[config.mk]
export PLATFORM = sky130hd
export DESIGN_NAME = jtag_debug
export DESIGN_NICKNAME = d
export VERILOG_FILES = /design/src/dbg_reg_pkg.sv /design/src/jtag_pkg.sv /design/src/jtag_debug.sv /design/src/prbs_checker.sv /design/src/dbg_regs.sv /design/src/jtag_tap.sv
export SDC_FILE = /design/constraint.sdc
export NUM_CORES = 1
export LEC_CHECK = 0
export ABC_AREA = 0
export BUFFER_PORTS_ARGS = -buffer_cell sky130_fd_sc_hd__buf_2
export CORE_UTILIZATION = 55
export DETAILED_ROUTE_END_ITERATION = 16
export HOLD_SLACK_MARGIN = 0.12
export PLACE_DENSITY = 0.82
export RECOVER_POWER = 50
export SETUP_SLACK_MARGIN = 0.05
export SLEW_MARGIN = 15
export SYNTH_ARGS = -nofsm -noshare
export SYNTH_HDL_FRONTEND = slang
export SYNTH_SLANG_ARGS = --single-unit
[constraint.sdc]
create_clock -name clk -period 4 [get_ports clk]
set_clock_uncertainty 0.05 [all_clocks]
set_input_delay 0.6 -clock clk [delete_from_list [all_inputs] [get_ports clk]]
set_output_delay 0.6 -clock clk [all_outputs]
set_load 0.02 [all_outputs]
[src/dbg_reg_pkg.sv]
package dbg_reg_pkg;

	localparam logic [6:0] ADDR_CTRL       = 7'h00;
	localparam logic [6:0] ADDR_KP         = 7'h01;
	localparam logic [6:0] ADDR_KI         = 7'h02;
	localparam logic [6:0] ADDR_EXT_PI     = 7'h03;
	localparam logic [6:0] ADDR_TOTAL_LO   = 7'h10;
	localparam logic [6:0] ADDR_TOTAL_HI   = 7'h11;
	localparam logic [6:0] ADDR_CORRECT_LO = 7'h12;
	localparam logic [6:0] ADDR_CORRECT_HI = 7'h13;

	// CTRL fields, mode is two bits wide from its position
	localparam int CTRL_INT_RSTB  = 0;
	localparam int CTRL_EN_EXT_PI = 1;
	localparam int CTRL_PRBS_MODE = 2;

	typedef enum logic [1:0] {
		OFF   = 2'd0,
		RUN   = 2'd1,
		CLEAR = 2'd2
	} prbs_mode_e;

	localparam logic [15:0] RST_CTRL   = 16'h0000;
	localparam logic [15:0] RST_KP     = 16'h0010;
	localparam logic [15:0] RST_KI     = 16'h0002;
	localparam logic [15:0] RST_EXT_PI = 16'h0000;

endpackage

[src/jtag_pkg.sv]
package jtag_pkg;

	// IEEE 1149.1 controller states
	typedef enum logic [3:0] {
		TEST_LOGIC_RESET, RUN_TEST_IDLE, SELECT_DR, CAPTURE_DR,
		SHIFT_DR, EXIT1_DR, PAUSE_DR, EXIT2_DR,
		UPDATE_DR, SELECT_IR, CAPTURE_IR, SHIFT_IR,
		EXIT1_IR, PAUSE_IR, EXIT2_IR, UPDATE_IR
	} tap_state_e;

	localparam int IR_WIDTH = 4;
	localparam logic [IR_WIDTH-1:0] IR_IDCODE     = 4'h1;
	localparam logic [IR_WIDTH-1:0] IR_DBG_ACCESS = 4'h8;
	localparam logic [IR_WIDTH-1:0] IR_BYPASS     = 4'hf;

	localparam int DR_WIDTH = 32;

	typedef struct packed {
		logic [7:0]  unused;
		logic        we;
		logic [6:0]  addr;
		logic [15:0] data;
	} dbg_cmd_t;

	typedef struct packed {
		logic [3:0]  version;
		logic [15:0] part;
		logic [10:0] manuf;
		logic        one;
	} idcode_t;

	// Same scan word, command or identification view
	typedef union packed {
		dbg_cmd_t cmd;
		idcode_t  id;
	} dr_word_u;

endpackage
[src/jtag_debug.sv]
`timescale 1ns/1ps

module jtag_debug (
	input  logic        clk,
	input  logic        rst_i,
	input  logic        tck_i,
	input  logic        tms_i,
	input  logic        tdi_i,
	output logic        tdo_o,
	input  logic        rx_bit_i,
	input  logic        rx_valid_i,
	output logic        int_rstb_o,
	output logic        en_ext_pi_ctl_o,
	output logic [15:0] kp_o,
	output logic [15:0] ki_o,
	output logic [15:0] ext_pi_ctl_o
);
	localparam logic [31:0] IDCODE_VALUE = 32'h1deb_014b;
	localparam int          CNT_WIDTH    = 32;

	logic                 reg_req;
	logic                 reg_we;
	logic [6:0]           reg_addr;
	logic [15:0]          reg_wdata;
	logic [15:0]          reg_rdata;
	logic [1:0]           prbs_mode;
	logic [CNT_WIDTH-1:0] total_cnt;
	logic [CNT_WIDTH-1:0] correct_cnt;

	jtag_tap #(.IDCODE_VALUE(IDCODE_VALUE)) i_tap (
		.clk(clk), .rst_i(rst_i),
		.tck_i(tck_i), .tms_i(tms_i), .tdi_i(tdi_i), .tdo_o(tdo_o),
		.reg_req_o(reg_req), .reg_we_o(reg_we), .reg_addr_o(reg_addr),
		.reg_wdata_o(reg_wdata), .reg_rdata_i(reg_rdata)
	);

	dbg_regs #(.CNT_WIDTH(CNT_WIDTH)) i_regs (
		.clk(clk), .rst_i(rst_i),
		.reg_req_i(reg_req), .reg_we_i(reg_we), .reg_addr_i(reg_addr),
		.reg_wdata_i(reg_wdata), .reg_rdata_o(reg_rdata),
		.total_cnt_i(total_cnt), .correct_cnt_i(correct_cnt), .prbs_mode_o(prbs_mode),
		.int_rstb_o(int_rstb_o), .en_ext_pi_ctl_o(en_ext_pi_ctl_o),
		.kp_o(kp_o), .ki_o(ki_o), .ext_pi_ctl_o(ext_pi_ctl_o)
	);

	prbs_checker #(.CNT_WIDTH(CNT_WIDTH)) i_prbs (
		.clk(clk), .rst_i(rst_i),
		.rx_bit_i(rx_bit_i), .rx_valid_i(rx_valid_i), .mode_i(prbs_mode),
		.total_cnt_o(total_cnt), .correct_cnt_o(correct_cnt)
	);

endmodule

[src/prbs_checker.sv]
`timescale 1ns/1ps

module prbs_checker #(
	parameter int CNT_WIDTH = 32
) (
	input  logic                 clk,
	input  logic                 rst_i,
	input  logic                 rx_bit_i,
	input  logic                 rx_valid_i,
	input  logic [1:0]           mode_i,
	output logic [CNT_WIDTH-1:0] total_cnt_o,
	output logic [CNT_WIDTH-1:0] correct_cnt_o
);
	// Newest received bit in position 0
	logic [6:0] hist_q;
	logic       bit_ok;

	// x^7 + x^6 + 1 predicted from the received bits themselves
	assign bit_ok = rx_bit_i == (hist_q[6] ^ hist_q[5]);

	always_ff @(posedge clk) begin
		if (rst_i) begin
			hist_q        <= '0;
			total_cnt_o   <= '0;
			correct_cnt_o <= '0;
		end else begin
			if (rx_valid_i) begin
				hist_q <= {hist_q[5:0], rx_bit_i};
			end
			case (dbg_reg_pkg::prbs_mode_e'(mode_i))
				dbg_reg_pkg::RUN: begin
					if (rx_valid_i) begin
						total_cnt_o <= total_cnt_o + 1'b1;
						if (bit_ok) begin
							correct_cnt_o <= correct_cnt_o + 1'b1;
						end
					end
				end
				dbg_reg_pkg::CLEAR: begin
					total_cnt_o   <= '0;
					correct_cnt_o <= '0;
				end
				// Hold counts
				default: ;
			endcase
		end
	end

endmodule

[src/dbg_regs.sv]
`timescale 1ns/1ps

module dbg_regs #(
	parameter int CNT_WIDTH = 32
) (
	input  logic                 clk,
	input  logic                 rst_i,
	input  logic                 reg_req_i,
	input  logic                 reg_we_i,
	input  logic [6:0]           reg_addr_i,
	input  logic [15:0]          reg_wdata_i,
	output logic [15:0]          reg_rdata_o,
	input  logic [CNT_WIDTH-1:0] total_cnt_i,
	input  logic [CNT_WIDTH-1:0] correct_cnt_i,
	output logic [1:0]           prbs_mode_o,
	output logic                 int_rstb_o,
	output logic                 en_ext_pi_ctl_o,
	output logic [15:0]          kp_o,
	output logic [15:0]          ki_o,
	output logic [15:0]          ext_pi_ctl_o
);
	localparam int HALF = CNT_WIDTH / 2;

	logic [15:0] ctrl_q;
	logic [15:0] kp_q;
	logic [15:0] ki_q;
	logic [15:0] ext_pi_q;
	logic [15:0] rd_mux;

	always_ff @(posedge clk) begin
		if (rst_i) begin
			ctrl_q   <= dbg_reg_pkg::RST_CTRL;
			kp_q     <= dbg_reg_pkg::RST_KP;
			ki_q     <= dbg_reg_pkg::RST_KI;
			ext_pi_q <= dbg_reg_pkg::RST_EXT_PI;
		end else if (reg_req_i && reg_we_i) begin
			case (reg_addr_i)
				dbg_reg_pkg::ADDR_CTRL:   ctrl_q   <= reg_wdata_i;
				dbg_reg_pkg::ADDR_KP:     kp_q     <= reg_wdata_i;
				dbg_reg_pkg::ADDR_KI:     ki_q     <= reg_wdata_i;
				dbg_reg_pkg::ADDR_EXT_PI: ext_pi_q <= reg_wdata_i;
				default: ;
			endcase
		end
	end

	// Counter halves are read only
	always_comb begin
		case (reg_addr_i)
			dbg_reg_pkg::ADDR_CTRL:       rd_mux = ctrl_q;
			dbg_reg_pkg::ADDR_KP:         rd_mux = kp_q;
			dbg_reg_pkg::ADDR_KI:         rd_mux = ki_q;
			dbg_reg_pkg::ADDR_EXT_PI:     rd_mux = ext_pi_q;
			dbg_reg_pkg::ADDR_TOTAL_LO:   rd_mux = 16'(total_cnt_i[HALF-1:0]);
			dbg_reg_pkg::ADDR_TOTAL_HI:   rd_mux = 16'(total_cnt_i[CNT_WIDTH-1:HALF]);
			dbg_reg_pkg::ADDR_CORRECT_LO: rd_mux = 16'(correct_cnt_i[HALF-1:0]);
			dbg_reg_pkg::ADDR_CORRECT_HI: rd_mux = 16'(correct_cnt_i[CNT_WIDTH-1:HALF]);
			default:                      rd_mux = 16'h0000;
		endcase
	end

	always_ff @(posedge clk) begin
		if (rst_i) begin
			reg_rdata_o <= 16'h0000;
		end else if (reg_req_i && !reg_we_i) begin
			reg_rdata_o <= rd_mux;
		end
	end

	assign int_rstb_o      = ctrl_q[dbg_reg_pkg::CTRL_INT_RSTB];
	assign en_ext_pi_ctl_o = ctrl_q[dbg_reg_pkg::CTRL_EN_EXT_PI];
	assign prbs_mode_o     = ctrl_q[dbg_reg_pkg::CTRL_PRBS_MODE +: 2];
	assign kp_o            = kp_q;
	assign ki_o            = ki_q;
	assign ext_pi_ctl_o    = ext_pi_q;

endmodule

[src/jtag_tap.sv]
`timescale 1ns/1ps

module jtag_tap #(
	parameter logic [31:0] IDCODE_VALUE = 32'h0000_0001
) (
	input  logic        clk,
	input  logic        rst_i,
	input  logic        tck_i,
	input  logic        tms_i,
	input  logic        tdi_i,
	output logic        tdo_o,
	output logic        reg_req_o,
	output logic        reg_we_o,
	output logic [6:0]  reg_addr_o,
	output logic [15:0] reg_wdata_o,
	input  logic [15:0] reg_rdata_i
);
	// Bit 2 tck, bit 1 tms, bit 0 tdi
	logic [2:0] pin_meta;
	logic [2:0] pin_sync;
	logic       tck_prev;
	logic       tck_rise;
	logic       tck_fall;
	logic       tms;
	logic       tdi;

	jtag_pkg::tap_state_e state_q;
	jtag_pkg::tap_state_e state_d;

	logic [jtag_pkg::IR_WIDTH-1:0] ir_sr;
	logic [jtag_pkg::IR_WIDTH-1:0] ir_q;
	logic                          bypass_q;
	logic                          dr_sel;
	jtag_pkg::dr_word_u            dr_sr;

	always_ff @(posedge clk) begin
		if (rst_i) begin
			pin_meta <= '0;
			pin_sync <= '0;
			tck_prev <= 1'b0;
		end else begin
			pin_meta <= {tck_i, tms_i, tdi_i};
			pin_sync <= pin_meta;
			tck_prev <= pin_sync[2];
		end
	end

	assign tck_rise = pin_sync[2] & ~tck_prev;
	assign tck_fall = ~pin_sync[2] & tck_prev;
	assign tms      = pin_sync[1];
	assign tdi      = pin_sync[0];

	always_comb begin
		case (state_q)
			jtag_pkg::TEST_LOGIC_RESET:
				state_d = tms ? jtag_pkg::TEST_LOGIC_RESET : jtag_pkg::RUN_TEST_IDLE;
			jtag_pkg::RUN_TEST_IDLE: state_d = tms ? jtag_pkg::SELECT_DR : jtag_pkg::RUN_TEST_IDLE;
			jtag_pkg::SELECT_DR:     state_d = tms ? jtag_pkg::SELECT_IR : jtag_pkg::CAPTURE_DR;
			jtag_pkg::CAPTURE_DR:    state_d = tms ? jtag_pkg::EXIT1_DR : jtag_pkg::SHIFT_DR;
			jtag_pkg::SHIFT_DR:      state_d = tms ? jtag_pkg::EXIT1_DR : jtag_pkg::SHIFT_DR;
			jtag_pkg::EXIT1_DR:      state_d = tms ? jtag_pkg::UPDATE_DR : jtag_pkg::PAUSE_DR;
			jtag_pkg::PAUSE_DR:      state_d = tms ? jtag_pkg::EXIT2_DR : jtag_pkg::PAUSE_DR;
			jtag_pkg::EXIT2_DR:      state_d = tms ? jtag_pkg::UPDATE_DR : jtag_pkg::SHIFT_DR;
			jtag_pkg::SELECT_IR:
				state_d = tms ? jtag_pkg::TEST_LOGIC_RESET : jtag_pkg::CAPTURE_IR;
			jtag_pkg::CAPTURE_IR:    state_d = tms ? jtag_pkg::EXIT1_IR : jtag_pkg::SHIFT_IR;
			jtag_pkg::SHIFT_IR:      state_d = tms ? jtag_pkg::EXIT1_IR : jtag_pkg::SHIFT_IR;
			jtag_pkg::EXIT1_IR:      state_d = tms ? jtag_pkg::UPDATE_IR : jtag_pkg::PAUSE_IR;
			jtag_pkg::PAUSE_IR:      state_d = tms ? jtag_pkg::EXIT2_IR : jtag_pkg::PAUSE_IR;
			jtag_pkg::EXIT2_IR:      state_d = tms ? jtag_pkg::UPDATE_IR : jtag_pkg::SHIFT_IR;
			// Both update states leave the same way
			default:                 state_d = tms ? jtag_pkg::SELECT_DR : jtag_pkg::RUN_TEST_IDLE;
		endcase
	end

	always_ff @(posedge clk) begin
		if (rst_i) begin
			state_q <= jtag_pkg::TEST_LOGIC_RESET;
			ir_q    <= jtag_pkg::IR_IDCODE;
		end else if (tck_rise) begin
			state_q <= state_d;
			if (state_d == jtag_pkg::TEST_LOGIC_RESET) begin
				ir_q <= jtag_pkg::IR_IDCODE;
			end else if (state_d == jtag_pkg::UPDATE_IR) begin
				ir_q <= ir_sr;
			end
		end
	end

	assign dr_sel = (ir_q == jtag_pkg::IR_IDCODE) || (ir_q == jtag_pkg::IR_DBG_ACCESS);

	// Capture and shift on the rising edge
	always_ff @(posedge clk) begin
		if (tck_rise) begin
			case (state_q)
				jtag_pkg::CAPTURE_IR: ir_sr <= 4'b0101;
				jtag_pkg::SHIFT_IR:   ir_sr <= {tdi, ir_sr[jtag_pkg::IR_WIDTH-1:1]};
				jtag_pkg::CAPTURE_DR: begin
					bypass_q <= 1'b0;
					if (ir_q == jtag_pkg::IR_DBG_ACCESS) begin
						dr_sr <= {16'h0000, reg_rdata_i};
					end else begin
						dr_sr <= IDCODE_VALUE;
					end
				end
				jtag_pkg::SHIFT_DR: begin
					bypass_q <= tdi;
					dr_sr    <= {tdi, dr_sr[jtag_pkg::DR_WIDTH-1:1]};
				end
				default: ;
			endcase
		end
	end

	always_ff @(posedge clk) begin
		if (rst_i) begin
			tdo_o <= 1'b0;
		end else if (tck_fall) begin
			case (state_q)
				jtag_pkg::SHIFT_DR: tdo_o <= dr_sel ? dr_sr[0] : bypass_q;
				jtag_pkg::SHIFT_IR: tdo_o <= ir_sr[0];
				default:            tdo_o <= 1'b0;
			endcase
		end
	end

	// One strobe per entry into Update-DR
	always_ff @(posedge clk) begin
		if (rst_i) begin
			reg_req_o <= 1'b0;
		end else begin
			reg_req_o <= tck_rise && (state_d == jtag_pkg::UPDATE_DR) &&
				(ir_q == jtag_pkg::IR_DBG_ACCESS);
		end
	end

	assign reg_we_o    = dr_sr.cmd.we;
	assign reg_addr_o  = dr_sr.cmd.addr;
	assign reg_wdata_o = dr_sr.cmd.data;

endmodule

Word level (Yosys, flattened, before mapping)
Cells that the tools add are included.
- $add $sub $neg: 2
- bitwise gates (word level): 5
- multiplexer cells: 27
- equality and inequality tests: 28
- reduce and logical (&&, ||, !) cells: 24
- operator list (cell ; count):
    32-bit case mux with 2 select lines ; 3
    16-bit case mux with 8 select lines ; 1
    32-bit two-way mux ; 3
    32-bit by 1-bit adder with 32-bit output, second input constant ; 2
    4-bit case mux with 11 select lines ; 1
    4-bit equality test, second input constant ; 9
    29-bit two-way mux ; 1
    7-bit by 5-bit equality test with 1-bit output, second input constant ; 4
    4-bit two-way mux ; 6
    4-bit by 3-bit equality test with 1-bit output, second input constant ; 4
    2-bit AND reduction ; 8
    7-bit by 2-bit equality test with 1-bit output, second input constant ; 2
    4-bit by 2-bit equality test with 1-bit output, second input constant ; 2
    4-bit logical NOT ; 2
    4-bit case mux with 2 select lines ; 1
    2-bit nonzero test ; 4
    7-bit by 1-bit equality test with 1-bit output, second input constant ; 1
    7-bit logical NOT ; 1
    2-bit two-way mux ; 3
    3-bit two-way mux ; 2
    4-bit by 1-bit equality test with 1-bit output, second input constant ; 1
    1-bit logical AND ; 4
    1-bit two-way mux ; 4
    1-bit case mux with 2 select lines ; 2
    other kinds (12) ; 15
- bits in registers: 205

Depth between registers and ports, before layout
- depth after elaboration: 6
- mapped depth: 9
- gate-level depth less buffers: 6

Cells and area by module
A second synthesis with hierarchy kept.
- cells, all modules: 1010
- area, all modules: 9829.4 um^2
- by module, submodules not included (module ; cells each ; instances ; area each (um^2)):
    dbg_regs ; 402 ; 1 ; 3851.2
    prbs_checker ; 377 ; 1 ; 3350.7
    jtag_tap ; 231 ; 1 ; 2627.5

Worst setup path after synthesis
Ideal clock, no wire load.
- path kind: reg2reg
- start: register i_tap.state_q[0]
- end: register i_tap.bypass_q, enable pin
- setup slack: 240 ps
- buffers on the path: 2
- cell stages (with the launch flop): 5
- arrival: 3245 ps
- required time: 3486 ps
- library setup time: 464 ps
- period minus slack after synthesis: 3760 ps
- cell sequence: dfxtp_1 -> clkbuf_1 -> clkbuf_1 -> a21oi_1 -> nor3_1
- word-level cells in the longest chain between the ends: 3
- elaborated cells between the ends (all ways): 4
- those cells by class: eq/ne (2); reduce/logical (2)
- ends and longest elaborated chain (element ; line ; text):
    start: declaration ; jtag_tap.sv:27 ; jtag_pkg::tap_state_e state_q;
    start signal: assignment ; jtag_tap.sv:78 ; state_q <= jtag_pkg::TEST_LOGIC_RESET;
    start signal: assignment ; jtag_tap.sv:81 ; state_q <= state_d;
    4-bit by 2-bit equality test with 1-bit output or 4-bit by 3-bit equality test with 1-bit output (tied branches) ; jtag_tap.sv:95 ; case (state_q)
    2-bit nonzero test (no line) * ; - ;
    2-bit AND reduction (no line) * ; - ;
    end signal: assignment ; jtag_tap.sv:107 ; bypass_q <= tdi;
    end: declaration ; jtag_tap.sv:32 ; logic bypass_q;
Every way passes the cells marked *; elsewhere a longest branch is shown, timed or not.
A chain may end at the register's enable or synchronous reset.

Final worst setup path
- start: register i_tap.state_q[1]
- end: register i_tap.dr_sr[27] in the netlist's numbering, enable pin
- word-level cells in the longest chain between the ends: 3
- elaborated cells between the ends (all ways): 4
- those cells by class: eq/ne (2); reduce/logical (2)
- ends and longest elaborated chain (element ; line ; text):
    4-bit by 2-bit equality test with 1-bit output or 4-bit by 3-bit equality test with 1-bit output (tied branches) ; jtag_tap.sv:95 ;
    2-bit nonzero test (no line) * ; - ;
    2-bit AND reduction (no line) * ; - ;
    end signal: assignment ; jtag_tap.sv:101 ; dr_sr <= {16'h0000, reg_rdata_i};
    end signal: assignment ; jtag_tap.sv:108 ; dr_sr <= {tdi, dr_sr[jtag_pkg::DR_WIDTH-1:1]};
    end: declaration ; jtag_tap.sv:34 ; jtag_pkg::dr_word_u dr_sr;
Marks and branches as above.

==> flow_summary.ini <==
[status]
outcome = finished with violations
violations = capacitance limit, slew limit

[global_routing]
globalRouteMet3Util = 0.0484
met2_usage = 0.431
grt_pass1_vias = 7589
grt_pass1_wl_um = 39400
grt_usage = 0.274
grt_overflow = 0
antenna_found_initial = 0
grt.busiest_layer = met2
met1_usage = 0.369
grt_max_degree = 61

[drt]
drt_wl_total_um = 24400
drtIter0Drc = 835
drc = 0
vias_per_cell = 6.12
wl_per_cell_um = 18.5
first_pass_iters = 5
ant_nets = 0
num_vias = 8088

[synthesis]
synth_area_um2 = 9600
synth_top_family_by_area = simple AND/OR/NAND/NOR gates
yosys.area.top_type_share = 0.350
async_reset_ff_frac = 0
synth-edff-count = 37
yosysWarningCount = 0
synth_cells = 1066
ys.flop_type = dfxtp_1
synth_area_leaders = dfxtp_1 35%, edfxtp_1 12%, mux2i_1 8.7%
yosys-mux-area-fraction = 0.105
synthAdderAreaFrac = 0.00261
synth_cell_types = 70
synth-compound-area-share = 0.119
synth-xor-area-share = 0.0335
ys_ff_latch = 205
syn_nets = 1075
synth_top_cell_by_area = dfxtp_1
seq_area_frac_synth = 0.466
yosys.area_share.simple = 0.240
syn-mean-instance-area_um2 = 9.00

[worst_setup_path]
crit_buf_inv = 2
crit_required_ns = 4.04
cpMaxStageDelayCell = clkbuf_1
start_kind = register
endpoint_kind = register
path_cells = inv_1, nor2_1, a21oi_1, nor3_2, clkbuf_1
arrival_ns = 3.13
critPathKind = reg2reg
cpLargestDelayFamily = buffers and inverters
crit_fanout = 33
critPathMaxStageDelay_ns = 1.35

[floorplan]
die-height_um = 134
num_rows = 47
die_x_um = 134
start_util = 0.571
dieArea_um2 = 18000
io_pins = 58
core_um2 = 16800

[final_layout]
final_core_util = 0.622
drive_gt1_frac = 0.0636
num_antenna_cells = 0
final_area_um2 = 10500
final_common_cell = dfxtp_1
synthToLayoutAreaGrowth_pct = 8.96
fin_cells = 1321
fin_nets = 1095
final_cell_mix = 168 x dfxtp_1, 154 x nor2_1, 121 x nand2_1

[pwr]
p_per_area_nw_per_um2 = 380
power_mw = 3.97
leakagePower_nw = 3.72
ir_drop_mv = 0.371

[clock_tree]
clock-root-buffer = clkbuf_16
path_clk_slew_ns = 0.06
cts_resized = 0
cts_setup_buffers = 0
cts-htree-levels = 1
numCtsBuffers = 21
clk_latency_ns = 0.51
clock-sinks = 205
postCtsHoldBufs = 0
clk_path_buf_depth = 3
cts_tree = done

[timing]
max_freq_mhz = 324
final-setup-viol-count = 0
setup-tns-final_ns = 0
tightest_slew_ns = 2.47
hold_viol = 0
max_slew_margin = -0.644
rsz0062_at_grt = false
drv_slew = 93
fin_crit_sh = 0.772
min_period_ns = 3.09

[placed_design]
place_hpwl_um = 16700
port_buffers = 57
place_area_um2 = 9940
gp_congestion = 0.888
dp.cells = 1283

[flow_run]
drv_cap = 2

[min_path]
hold_path_class = in2reg
[worst paths after layout]
check | cells after the start | slack, ns | start | to
max | 5 | 0.91 | i_tap.state_q[1] | i_tap.dr_sr[27]
min | 2 | 0.25 | tms_i | i_tap.pin_meta[1]
max reg2reg | 5 | 0.91 | i_tap.state_q[1] | i_tap.dr_sr[27]
min reg2reg | 1 | 0.39 | i_tap.pin_meta[1] | i_tap.pin_sync[1]
[cells in the mapped netlist (all sizes together), types with 3 or more instances]
master  count
nor3       17
xnor2       9
a211oi      7
o31ai       4
o211ai      7
nand2b     14
and2       15
o22ai      17
a21oi      62
nor4       14
nand3      31
inv         7
mux2i      83
edfxtp     37
and4        6
a22oi      12
nand3b      6
or3        14
xor2       25
nand2     121
or4         3
o21ai      37
a22o       11
mux2       14
buf        20
clkbuf     49
nor3b       4
nor2      154
nand4      29
and3       17
a311oi      3
o22a        4
dfxtp     168
nor2b      14
[area by class of cell]
cell class | instances | area, µm²
Multi-Input combinational cell | 785 | 4790
Sequential cell | 205 | 4470
Inverter | 7 | 26.3
Fill cell | 1449 | 6360
Tap cell | 220 | 275
Clock buffer | 30 | 579
Clock inverter | 8 | 41.3
Timing Repair Buffer | 66 | 273
[per-stage QoR]
step           setup slack [ns]  hold slack (ns)
6_report                  0.911            0.248
5_1_grt                   0.656            0.258
4_1_cts                    1.15            0.248
3_5_place_dp               1.09            0.379
3_3_place_gp               1.16            0.368
2_1_floorplan             0.240            0.364
[per-layer routing]
layer	vias to the layer above	wire length (µm)
li1	3834	-
met1	3867	10500
met2	309	11300
met3	78	1680
met4	0	963
met5	-	0
[sequential cells by signal, indices dropped and copies added (netlist names), 3 cells and up]
register	count
i_prbs.correct_cnt_o	32
i_prbs.hist_q	7
i_prbs.total_cnt_o	32
i_regs.ctrl_q	16
i_regs.ext_pi_ctl_o	16
i_regs.ki_o	16
i_regs.kp_o	16
i_regs.reg_rdata_o	16
i_tap.dr_sr	32
i_tap.ir_q	4
i_tap.ir_sr	4
i_tap.pin_meta	3
i_tap.pin_sync	3
i_tap.state_q	4
[cell families (layout without fill, tap and decap cells)]
| group | count (synthesis) | after routing |
|---|---|---|
| XOR/XNOR | 35 | 35 |
| adder cells (fa/ha/maj) | 2 | 2 |
| flip-flops | 205 | 205 |
| multiplexers | 98 | 98 |
| AND/OR/NAND/NOR | 468 | 468 |
| AO/OA/AOI/OAI | 182 | 182 |
| buffers and inverters | 76 | 111 |
[power by group]
group          internal (mW)  total (mW)  switching, mW
sequential              2.10        2.10        0.00539
clock                   1.01        1.82          0.810
combinational         0.0124      0.0509         0.0385
total                   3.12        3.97          0.854
[worst register-to-register path: cells and delay by family (launching register included)]
kind / cells / cell delay, ns
AOI/OAI and AO/OA: 1 / 0.09
buffers and inverters: 2 / 1.60
DFF: 1 / 0.59
and+or+nand+nor: 2 / 0.33
No activity file was read; power rests on OpenSTA's default activity.
